## src/include/frame_fifo_config.svh

```systemverilog
/*
 * frame FIFO configuration
 * sizes for the 64-bit receive frame FIFO and its status output
 */

`ifndef FRAME_FIFO_CONFIG_SVH
`define FRAME_FIFO_CONFIG_SVH

// data path of one stored word
`define FIFO_DATA_WIDTH   64
`define FIFO_KEEP_WIDTH   8

// 64 words of storage
`define FIFO_ADDR_WIDTH   6

// write side reports full this many words short of the depth
`define FIFO_FULL_MARGIN  4

// occupancy in sixteenths
`define FIFO_STATUS_WIDTH 4

`endif

```

## src/hdl/frame_pkg.sv

```systemverilog
/*
 * frame_pkg
 * stored word format of the frame FIFO and the byte-keep remainder coding
 */

`default_nettype none

`include "frame_fifo_config.svh"

package frame_pkg;

  typedef logic [`FIFO_DATA_WIDTH-1:0] data_t;
  typedef logic [`FIFO_KEEP_WIDTH-1:0] keep_t;
  typedef logic [`FIFO_ADDR_WIDTH-1:0] addr_t;

  // valid bytes in a word minus one
  typedef logic [2:0] rem_t;

  // one RAM entry, eof and remainder sit above the data
  typedef struct packed {
    logic  eof;
    rem_t  rem;
    data_t data;
  } ram_word_t;

  // keep mask is contiguous from bit 0, so the top set bit is the remainder
  function automatic rem_t keep_to_rem(input keep_t keep);
    rem_t rem;
    rem = '0;
    for (int i = 1; i < `FIFO_KEEP_WIDTH; i++) begin
      if (keep[i]) begin
        rem = rem_t'(i);
      end
    end
    return rem;
  endfunction

  // rebuild a contiguous keep mask from the remainder
  function automatic keep_t rem_to_keep(input rem_t rem);
    keep_t keep;
    for (int i = 0; i < `FIFO_KEEP_WIDTH; i++) begin
      keep[i] = (i <= int'(rem));
    end
    return keep;
  endfunction

endpackage

`default_nettype wire

```

## src/hdl/fifo_ctrl_pkg.sv

```systemverilog
/*
 * fifo_ctrl_pkg
 * read FSM states and occupancy status type of the frame FIFO
 */

`default_nettype none

`include "frame_fifo_config.svh"

package fifo_ctrl_pkg;

  // read side FSM
  typedef enum logic [1:0] {
    rd_idle   = 2'd0,
    rd_fetch  = 2'd1,
    rd_stream = 2'd2
  } rd_state_e;

  // occupancy in sixteenths of the depth
  typedef logic [`FIFO_STATUS_WIDTH-1:0] status_t;

endpackage

`default_nettype wire

```

## src/hdl/ram_wr_if.sv

```systemverilog
/*
 * ram_wr_if
 * one RAM write per cycle from the frame writer into the word memory
 */

`default_nettype none

`include "frame_fifo_config.svh"

interface ram_wr_if
  import frame_pkg::*;
(
  input wire logic clk
);

  // no handshake, a write happens whenever we is high
  logic      we;
  addr_t     addr;
  ram_word_t word;

  modport writer (input clk, output we, output addr, output word);
  modport ram    (input clk, input we, input addr, input word);

endinterface

`default_nettype wire

```

## src/hdl/frame_writer.sv

```systemverilog
/*
 * frame_writer
 * write stage of the receive frame FIFO, registers beats into the RAM,
 * commits good frames and rolls back bad or oversized ones
 */

`default_nettype none

`include "frame_fifo_config.svh"

module frame_writer
  import frame_pkg::*;
  import fifo_ctrl_pkg::*;
(
  input  wire logic  wr_axis_aclk,
  input  wire logic  rd_sreset,
  input  wire data_t wr_axis_tdata,
  input  wire keep_t wr_axis_tkeep,
  input  wire logic  wr_axis_tvalid,
  input  wire logic  wr_axis_tlast,
  input  wire logic  wr_axis_tuser,
  input  wire addr_t rel_addr,
  ram_wr_if.writer   ram,
  output logic       commit_strobe,
  output addr_t      commit_addr,
  output logic       fifo_full,
  output status_t    fifo_status
);

  localparam int unsigned DEPTH       = 1 << `FIFO_ADDR_WIDTH;
  localparam int unsigned FULL_THRESH = DEPTH - `FIFO_FULL_MARGIN;

  addr_t wr_ptr;
  addr_t wr_ptr_inc;
  addr_t frame_start;
  addr_t used;
  logic  marked;
  logic  at_thresh;
  logic  drop_now;

  // ----------------------------------------------------------
  // occupancy against the reader's release point
  // ----------------------------------------------------------
  assign wr_ptr_inc = wr_ptr + 1'b1;
  assign used       = wr_ptr - rel_addr;
  assign at_thresh  = (used >= addr_t'(FULL_THRESH));

  // once a frame hits the threshold none of its beats are stored
  assign drop_now   = marked | at_thresh;

  // ----------------------------------------------------------
  // pointers, commit and status
  // ----------------------------------------------------------
  always_ff @(posedge wr_axis_aclk) begin
    if (rd_sreset) begin
      wr_ptr        <= '0;
      frame_start   <= '0;
      marked        <= 1'b0;
      commit_strobe <= 1'b0;
      commit_addr   <= '0;
      ram.we        <= 1'b0;
      fifo_full     <= 1'b0;
      fifo_status   <= '0;
    end else begin
      ram.we        <= wr_axis_tvalid & ~drop_now;
      commit_strobe <= 1'b0;
      fifo_full     <= at_thresh;
      // top bits of the used count give sixteenths
      fifo_status   <= status_t'(used[`FIFO_ADDR_WIDTH-1 -: `FIFO_STATUS_WIDTH]);
      if (wr_axis_tvalid) begin
        if (wr_axis_tlast) begin
          marked <= 1'b0;
          if (wr_axis_tuser && !drop_now) begin
            // good frame that fit, publish its end
            wr_ptr        <= wr_ptr_inc;
            frame_start   <= wr_ptr_inc;
            commit_addr   <= wr_ptr_inc;
            commit_strobe <= 1'b1;
          end else begin
            // bad or oversized, next frame overwrites it
            wr_ptr <= frame_start;
          end
        end else if (drop_now) begin
          marked <= 1'b1;
        end else begin
          wr_ptr <= wr_ptr_inc;
        end
      end
    end
  end

  // write payload, remainder is only meaningful on the eof word
  always_ff @(posedge wr_axis_aclk) begin
    ram.addr <= wr_ptr;
    ram.word <= '{eof: wr_axis_tlast, rem: keep_to_rem(wr_axis_tkeep), data: wr_axis_tdata};
  end

  // the reader must never release past what was written
  // so the count stays at or below the threshold and well inside depth - 1
  a_used_bound: assert property (
    @(posedge wr_axis_aclk) disable iff (rd_sreset)
    used <= addr_t'(FULL_THRESH)
  ) else $error("frame_writer: used count %0d out of range", used);

endmodule

`default_nettype wire

```

## src/hdl/frame_ram.sv

```systemverilog
/*
 * frame_ram
 * simple dual-port word memory, registered read with write bypass
 */

`default_nettype none

`include "frame_fifo_config.svh"

module frame_ram
  import frame_pkg::*;
(
  input  wire logic  wr_axis_aclk,
  ram_wr_if.ram      ram,
  input  wire logic  rd_en,
  input  wire addr_t rd_addr,
  output ram_word_t  rd_word
);

  localparam int unsigned DEPTH = 1 << `FIFO_ADDR_WIDTH;

  ram_word_t mem [DEPTH];

  // write port runs on the interface clock
  always_ff @(posedge ram.clk) begin
    if (ram.we) begin
      mem[ram.addr] <= ram.word;
    end
  end

  // read port holds its word while rd_en is low
  // a read of the word being written returns the new word
  always_ff @(posedge wr_axis_aclk) begin
    if (rd_en) begin
      if (ram.we && (ram.addr == rd_addr)) begin
        rd_word <= ram.word;
      end else begin
        rd_word <= mem[rd_addr];
      end
    end
  end

endmodule

`default_nettype wire

```

## src/hdl/frame_reader.sv

```systemverilog
/*
 * frame_reader
 * read stage of the frame FIFO, streams committed frames with valid/ready
 * and reports how far complete frames have been delivered
 */

`default_nettype none

`include "frame_fifo_config.svh"

module frame_reader
  import frame_pkg::*;
  import fifo_ctrl_pkg::*;
(
  input  wire logic      wr_axis_aclk,
  input  wire logic      rd_sreset,
  input  wire logic      commit_strobe,
  input  wire addr_t     commit_addr,
  input  wire ram_word_t rd_word,
  input  wire logic      rd_axis_tready,
  output logic           rd_en,
  output addr_t          rd_addr,
  output addr_t          rel_addr,
  output data_t          rd_axis_tdata,
  output keep_t          rd_axis_tkeep,
  output logic           rd_axis_tvalid,
  output logic           rd_axis_tlast
);

  rd_state_e rd_state;
  rd_state_e rd_state_nxt;

  addr_t avail_ptr;
  addr_t avail_now;
  addr_t rd_ptr;
  addr_t dlv_ptr;
  logic  pending;
  logic  word_vld;
  logic  load_out;
  logic  out_fire;

  // ----------------------------------------------------------
  // availability and pipeline moves
  // ----------------------------------------------------------
  // take a commit in the cycle it arrives
  assign avail_now = commit_strobe ? commit_addr : avail_ptr;
  assign pending   = (rd_ptr != avail_now);

  assign rd_axis_tvalid = (rd_state == rd_stream);
  assign out_fire       = rd_axis_tvalid & rd_axis_tready;

  // RAM output register feeds the output register when it is free
  assign load_out = word_vld & (~rd_axis_tvalid | rd_axis_tready);

  // prefetch while the RAM register is empty or being drained
  assign rd_en   = pending & (~word_vld | load_out);
  assign rd_addr = rd_ptr;

  // ----------------------------------------------------------
  // read FSM
  // ----------------------------------------------------------
  always_comb begin
    rd_state_nxt = rd_state;
    case (rd_state)
      rd_idle: begin
        if (rd_en) begin
          rd_state_nxt = rd_fetch;
        end
      end
      // first word lands in the RAM register
      rd_fetch: begin
        rd_state_nxt = rd_stream;
      end
      rd_stream: begin
        // output taken with nothing behind it
        if (out_fire && !word_vld) begin
          rd_state_nxt = rd_en ? rd_fetch : rd_idle;
        end
      end
      default: begin
        rd_state_nxt = rd_idle;
      end
    endcase
  end

  always_ff @(posedge wr_axis_aclk) begin
    if (rd_sreset) begin
      rd_state      <= rd_idle;
      avail_ptr     <= '0;
      rd_ptr        <= '0;
      dlv_ptr       <= '0;
      rel_addr      <= '0;
      word_vld      <= 1'b0;
      rd_axis_tlast <= 1'b0;
    end else begin
      rd_state <= rd_state_nxt;
      if (commit_strobe) begin
        avail_ptr <= commit_addr;
      end
      if (rd_en) begin
        rd_ptr <= rd_ptr + 1'b1;
      end
      word_vld <= rd_en | (word_vld & ~load_out);
      if (load_out) begin
        rd_axis_tlast <= rd_word.eof;
      end
      // space is handed back a whole frame at a time
      if (out_fire) begin
        dlv_ptr <= dlv_ptr + 1'b1;
        if (rd_axis_tlast) begin
          rel_addr <= dlv_ptr + 1'b1;
        end
      end
    end
  end

  // output payload, keep rebuilt on the eof word only
  always_ff @(posedge wr_axis_aclk) begin
    if (load_out) begin
      rd_axis_tdata <= rd_word.data;
      rd_axis_tkeep <= rd_word.eof ? rem_to_keep(rd_word.rem) : keep_t'('1);
    end
  end

  // a stalled beat holds until it is taken
  a_hold_stable: assert property (
    @(posedge wr_axis_aclk) disable iff (rd_sreset)
    rd_axis_tvalid && !rd_axis_tready |=>
      rd_axis_tvalid && $stable(rd_axis_tdata) && $stable(rd_axis_tkeep) &&
      $stable(rd_axis_tlast)
  ) else $error("frame_reader: output changed under back-pressure");

endmodule

`default_nettype wire

```

## src/hdl/axis_frame_fifo.sv

```systemverilog
/*
 * axis_frame_fifo
 * single-clock receive frame FIFO, 64-bit stream in and out,
 * releases only complete good frames
 */

`default_nettype none

`include "frame_fifo_config.svh"

module axis_frame_fifo
  import frame_pkg::*;
  import fifo_ctrl_pkg::*;
(
  input  wire logic    wr_axis_aclk,
  input  wire logic    rd_sreset,
  // write side never stalls
  input  wire data_t   wr_axis_tdata,
  input  wire keep_t   wr_axis_tkeep,
  input  wire logic    wr_axis_tvalid,
  input  wire logic    wr_axis_tlast,
  input  wire logic    wr_axis_tuser,
  // read side
  output wire data_t   rd_axis_tdata,
  output wire keep_t   rd_axis_tkeep,
  output wire logic    rd_axis_tvalid,
  output wire logic    rd_axis_tlast,
  input  wire logic    rd_axis_tready,
  // status
  output wire status_t fifo_status,
  output wire logic    fifo_full
);

  logic      commit_strobe;
  addr_t     commit_addr;
  addr_t     rel_addr;
  logic      rd_en;
  addr_t     rd_addr;
  ram_word_t rd_word;

  ram_wr_if i_ram_wr (.clk(wr_axis_aclk));

  // ----------------------------------------------------------
  // write stage, memory, read stage
  // ----------------------------------------------------------
  frame_writer i_frame_writer (
    .wr_axis_aclk   (wr_axis_aclk),
    .rd_sreset      (rd_sreset),
    .wr_axis_tdata  (wr_axis_tdata),
    .wr_axis_tkeep  (wr_axis_tkeep),
    .wr_axis_tvalid (wr_axis_tvalid),
    .wr_axis_tlast  (wr_axis_tlast),
    .wr_axis_tuser  (wr_axis_tuser),
    .rel_addr       (rel_addr),
    .ram            (i_ram_wr.writer),
    .commit_strobe  (commit_strobe),
    .commit_addr    (commit_addr),
    .fifo_full      (fifo_full),
    .fifo_status    (fifo_status)
  );

  frame_ram i_frame_ram (
    .wr_axis_aclk (wr_axis_aclk),
    .ram          (i_ram_wr.ram),
    .rd_en        (rd_en),
    .rd_addr      (rd_addr),
    .rd_word      (rd_word)
  );

  frame_reader i_frame_reader (
    .wr_axis_aclk   (wr_axis_aclk),
    .rd_sreset      (rd_sreset),
    .commit_strobe  (commit_strobe),
    .commit_addr    (commit_addr),
    .rd_word        (rd_word),
    .rd_axis_tready (rd_axis_tready),
    .rd_en          (rd_en),
    .rd_addr        (rd_addr),
    .rel_addr       (rel_addr),
    .rd_axis_tdata  (rd_axis_tdata),
    .rd_axis_tkeep  (rd_axis_tkeep),
    .rd_axis_tvalid (rd_axis_tvalid),
    .rd_axis_tlast  (rd_axis_tlast)
  );

endmodule

`default_nettype wire

```

## config.mk

```make
export PLATFORM = sky130hd
export DESIGN_NAME = axis_frame_fifo
export DESIGN_NICKNAME = d
export VERILOG_FILES = /design/src/hdl/frame_pkg.sv /design/src/hdl/fifo_ctrl_pkg.sv /design/src/hdl/ram_wr_if.sv /design/src/hdl/frame_writer.sv /design/src/hdl/frame_ram.sv /design/src/hdl/frame_reader.sv /design/src/hdl/axis_frame_fifo.sv
export VERILOG_INCLUDE_DIRS = /design/src /design/src/include
export SDC_FILE = /design/constraint.sdc
export NUM_CORES = 2
export LEC_CHECK = 0
export ABC_CLOCK_PERIOD_IN_PS = 18280
export BUFFER_PORTS_ARGS = -buffer_cell sky130_fd_sc_hd__buf_2
export CORE_UTILIZATION = 37
export DETAILED_ROUTE_END_ITERATION = 12
export HOLD_SLACK_MARGIN = 0.05
export SYNTH_ARGS = -nofsm -noshare
export SYNTH_HDL_FRONTEND = slang
export SYNTH_HIERARCHICAL = 1
export SYNTH_MEMORY_MAX_BITS = 65536
export SYNTH_SLANG_ARGS = --single-unit
```

## constraint.sdc

```tcl
create_clock -name wr_axis_aclk -period 18.28 [get_ports wr_axis_aclk]
set_input_delay 1.828 -clock wr_axis_aclk [delete_from_list [all_inputs] [get_ports wr_axis_aclk]]
set_output_delay 1.828 -clock wr_axis_aclk [all_outputs]
set_load 0.02 [all_outputs]
```

---- After elaboration in Yosys (flattened, before gate mapping) ----
Memory sizes are Yosys's and may differ from the RTL's. A register that Yosys moved wholly into a read port is not among the register bits.
Cells that the tools add are included.
storage, ports and cells
  memory bits (writable) .................. 4,352
  memories ................................ 1
  word-level logic and storage cells ...... 92
  output and inout bits ................... 79
  bits in registers ....................... 200
memories
  name             depth  width  read ports  clocked after memory_dff  wr ports  line             source
  i_frame_ram.mem  64     68     1           1                         1         frame_ram.sv:22  ram_word_t mem [DEPTH];
cells by class
  reduce and logical (&&, ||, !) cells .... 15
  add/sub/neg operators ................... 4
  mux-type cells .......................... 19
  equality and inequality tests ........... 6
  order comparisons ....................... 8
  bitwise logic cells ..................... 15
operator list
  kind                 number
  $mux 6               4
  $add 6x1->6 const B  3
  $le 3x3->1 const A   4
  $mux 2               6
  $reduce_and 2->1     5
  $mux 1               8
  $ge 6x6->1 const B   1
  $le 2x3->1 const A   2
  $ne 6x6->1           1
  $not 1->1            6
  $pmux 2 s3           1
  $sub 6x6->6          1
  $and 1x1->1          5
  $ne 2x2->1 const B   2
  $or 1x1->1           4
  $reduce_or 4->1      1
  $le 1x3->1 const A   1
  $reduce_and 3->1     1
  $reduce_or 3->1      1
  $eq 2x1->1 const B   1
  $eq 2x2->1 const B   1
  $logic_and 1x1->1    2
  $logic_not 1->1      2
  $logic_not 2->1      1
  other kinds (3)      3

---- Logic depth before layout (Yosys ltp) ----
  depth in word-level cells ............... 9
  gate-level depth with buffers ........... 10

---- Modules after synthesis ----
Netlist, hierarchy kept.
by module, submodules not included
  module        times used  cells each  area an instance (sq um)  sequential area each (sq um)
  frame_ram     1           8,462       171,056.6                 132,727.3
  frame_reader  1           241         3,595.9                   2,692.6
  frame_writer  1           216         2,851.5                   2,001.9

---- Worst setup path before layout ----
No wires, ideal clock.
  path kind ............................... reg-to-reg
  start ................................... register i_frame_writer.ram.addr[5]
  end ..................................... memory i_frame_ram/mem[48][0] in the netlist's numbering (enable)
  arrival time ............................ 5,622 ps
  path buffers ............................ 1
  required time ........................... 17,702 ps
  setup slack ............................. 12,081 ps
  stages on the path, launching flop included .. 5
  path through ............................ dfxtp_1 -> clkbuf_1 -> nand3_1 -> or3_1 -> nor3_1
RTL lines
  item                      line                source
  start: declaration        ram_wr_if.sv:21     modport writer (input clk, output we, output addr, output word);
  start signal: assignment  frame_writer.sv:94  ram.addr <= wr_ptr;
  end: declaration          frame_ram.sv:22
No word-level cell before the write port.

---- Worst setup path in the final report ----
  start ................................... register i_frame_reader.rd_ptr[2] (netlist: i_frame_reader/rd_addr[2])
  end ..................................... register, netlist name i_frame_ram/rd_word[37]
on the way
  word-level cells in the longest chain between the ends .. 2
RTL lines
  item                      line                 source
  start: declaration        frame_reader.sv:35   addr_t rd_ptr;
  start signal: assignment  frame_reader.sv:101  rd_ptr <= rd_ptr + 1'b1;
  $ne 6x6->1                frame_reader.sv:47   assign pending = (rd_ptr != avail_now);
  $and 1x1->1               frame_reader.sv:56   assign rd_en = pending & (~word_vld | load_out);
Several ways; a longest one is shown, not always the timed one.
A chain may end at the register's enable or synchronous reset.

==> impl_metrics.csv <==
group,metric,value,unit
detailed_routing,drt_iter0_markers,12021,
yosys,async_reset_ff_share,0,%
worst_setup_path,cp_slowest_cell,"buf_4",
yosys,synthCells,8919,
yosys,ys_types,75,
worst_setup_path,worstPathRequired,19030,ps
floorplan,num_rows,254,
worst_setup_path,cp_max_fo,137,
global_route,antenna_found_initial,29,
yosys,synth_seq_cells,4619,
detailed_routing,wire_per_inst,32.0,µm
floorplan,ios,157,
timing,min_period_over_period,36.7,%
timing,relSlewSlack,7.49,%
timing,finalCriticalPeriod,6710,ps
clocking,cts_buffer_depth,4,
global_route,grt_pass1_vias,92050,
clocking,cts_hold_buf,0,
timing,final.setup.worst_slack,11570,ps
clocking,clk_latency,1020,ps
clocking,cts_sinks,4619,
detailed_routing,viasPerCell,5.78,
detailed_routing,wl_met2,247000,µm
floorplan,core-area,478000,µm²
clocking,numCtsBuffers,451,
min_path,min_from,"i_frame_ram/rd_word[57]",
floorplan,dieArea,483000,µm²
power,vdd.ir_drop.worst,93.0,µV
floorplan,initial_utilization,37.1,%
final_layout,area_growth,13.3,%
placed_design,pre_cts_slack,11450,ps
worst_setup_path,crit_chain,"buf_4, buf_4, buf_12, buf_4, buf_4, mux4_1, a22o_1, o41ai_1, o211ai_1",
timing,setup_viol,0,
power,leakagePower,60.7,nW
clocking,htreeDepth,5,
worst_setup_path,end_kind,"flop",
worst_setup_path,crit_top_cell,"buf_4",
timing,rsz0062_at_grt,"no",
yosys,synth_fp_nets,9004,
status,status,"finished, final reports clean",
worst_setup_path,start_kind,"flop",
worst_setup_path,arrival,7470,ps
power,p_per_area,115,nW/µm²
clocking,path_clk_slew,60,ps
timing,finalSetupTns,0,ps
final_layout,finalNetCount,9360,
clocking,postCtsResizedCells,0,
clocking,cts_setup_buffers,0,
detailed_routing,highest_layer,"met5",
yosys,yosys_warnings,6,
detailed_routing,wl_met3,45000,µm
job,cap_violations,0,
yosys,synth_flop_cell,"edfxtp_1",
detailed_routing,drc,0,
worst_setup_path,crit_type,"flop to flop",
global_route,grt_pass1_wl,713000,µm
yosys,syn_area,178000,µm²
floorplan,fp.dieW,695,µm
detailed_routing,vias,92896,
worst_setup_path,cp-startpoint,"i_frame_reader/rd_addr[2]",
placed_design,portBuffers,154,
timing,hold_viol_final,0,
global_route,grt_max_degree,180,
detailed_routing,drt-met1-wl,204000,µm
worst_setup_path,cpPeakStageDelay,880,ps
detailed_routing,ant_nets,0,
timing,fmax,149,MHz
floorplan,die_h,695,µm
global_route,grt.total_usage,20.8,%
final_layout,nFillCells,41374,
timing,hold-worst-slack,414,ps
yosys,syn-mean-instance-area,19.9,µm²
placed_design,dp_hpwl,265000,µm
yosys,synth-edff-count,4491,
detailed_routing,routed_wl,515000,µm
timing,finClkSkew,77.9,ps
yosys,ys_seq_area_share,77.4,%
power,total_power,23.1,mW
placed_design,place.gp.congestion,0.791,
global_route,grt_overflow,0,
clocking,cts_tree,"yes",
clocking,cts_root_buf,"clkbuf_16",
final_layout,drive_above_1_share,26.0,%
timing,tightest_slew,1390,ps
worst_setup_path,timing.rr.start,"i_frame_reader/rd_addr[2]",
detailed_routing,detail_route.first_pass.iterations,5,
timing,maxSlewViolCount,0,
min_path,worstHoldPathType,"flop to flop",
flip-flops by register name, summed over array words and instances, names as in the netlist, 2 cells and up:
name,count
i_frame_writer/ram.addr,6
i_frame_reader/dlv_ptr,6
i_frame_reader/rd_axis_tkeep,7
i_frame_reader/rel_addr,6
i_frame_writer/frame_start,6
i_frame_writer/ram.word,68
i_frame_ram/mem,4352
i_frame_reader/rd_addr,6
i_frame_reader/rd_state,2
i_frame_ram/rd_word,68
i_frame_reader/avail_ptr,6
i_frame_reader/rd_axis_tdata,64
i_frame_writer/wr_ptr,6
i_frame_writer/commit_addr,6
i_frame_writer/fifo_status,4
critical path, delay by kind of cell, from the launching register on:
family / cells / cell delay [ps]
compound gates: 3 / 1100
flops: 1 / 810
buf+inv: 5 / 3890
mux: 1 / 440
final cells by class:
cell class | count | area [µm²] | share of cell area [%]
diodes | 19 | 47.5 | 0.0236
flip-flops and latches | 4619 | 138000 | 68.4
multi-input cells | 3739 | 37800 | 18.8
clock buffers | 573 | 12000 | 5.98
inverters | 15 | 56.3 | 0.0280
well taps | 6400 | 8010 | 3.98
repair buffers | 449 | 3090 | 1.53
clock inverters | 269 | 2630 | 1.31
report_power, final:
group	total [mW]	internal [mW]	switching, mW
registers	12.0	11.8	0.196
clock network	9.23	5.18	4.05
logic	1.81	0.628	1.18
total	23.1	17.6	5.43
synth_stat cells (all sizes together) (12+ instances only):
master / number / area share, %
o221ai: 67 / 0.33
nand2: 166 / 0.35
a211oi: 411 / 1.7
nor2b: 272 / 0.96
a22o: 66 / 0.33
xor2: 12 / 0.063
mux2i: 356 / 2.0
nor2: 106 / 0.23
o41ai: 68 / 0.37
dfxtp: 128 / 1.4
nand2b: 13 / 0.050
a2111oi: 134 / 0.66
buf: 308 / 1.1
edfxtp: 4491 / 76
xnor2: 16 / 0.079
mux2: 879 / 5.7
o211ai: 67 / 0.28
mux4: 416 / 5.4
a21oi: 21 / 0.059
o22ai: 407 / 1.4
o21ai: 74 / 0.22
inv: 15 / 0.032
nor3: 80 / 0.23
clkbuf: 238 / 0.50
nand3: 19 / 0.054
cell families (layout without fill, tap and decap cells):
group | after synthesis | count (layout) | share of synthesized area (%)
xor gates and xnor gates | 28 | 28 | 0.142
buffers and inverters | 561 | 1306 | 1.63
DFF | 4619 | 4619 | 77.4
AOI/OAI and AO/OA | 1345 | 1345 | 5.58
and+or+nand+nor | 707 | 707 | 2.08
adders and majority gates | 7 | 7 | 0.0493
muxes | 1651 | 1651 | 13.1
other | 1 | 20 | 0.00211
placed cells by master (no fill, tap or decap), drive strengths merged, types with 106 or more instances in the layout:
master / count
nand2: 166
mux4: 416
nor2b: 272
o22ai: 407
nor2: 106
a211oi: 411
mux2: 879
dfxtp: 128
mux2i: 356
a2111oi: 134
clkbuf: 573
edfxtp: 4491
buf: 449
clkinv: 199
final timing paths:
| check | depth (start not counted) | endpoint | slack, ps |
|---|---|---|---|
| worst max-delay path | 9 | i_frame_ram/rd_word[37] | 11570 |
| worst min register to register | 0 | i_frame_reader/rd_axis_tdata[57] | 410 |
| worst max register to register | 9 | i_frame_ram/rd_word[37] | 11570 |
| worst min-delay path | 0 | i_frame_reader/rd_axis_tdata[57] | 410 |
layer usage:
layer,vias to the layer above,track usage [%]
met2,4626,34.3
met1,49665,28.2
met5,-,0
met3,910,3.18
met4,4,7.06
li1,37691,-
through the flow:
stage	util, %	std cells	instance area [µm²]
after floorplan	-	8919	178000
after global placement	39.0	15222	186000
after detailed placement	39.0	15222	186000
after CTS	42.1	16064	201000
after global routing	42.1	16065	201000
final	42.1	16083	201000
Note: power is estimated with default switching activity, not from simulation.
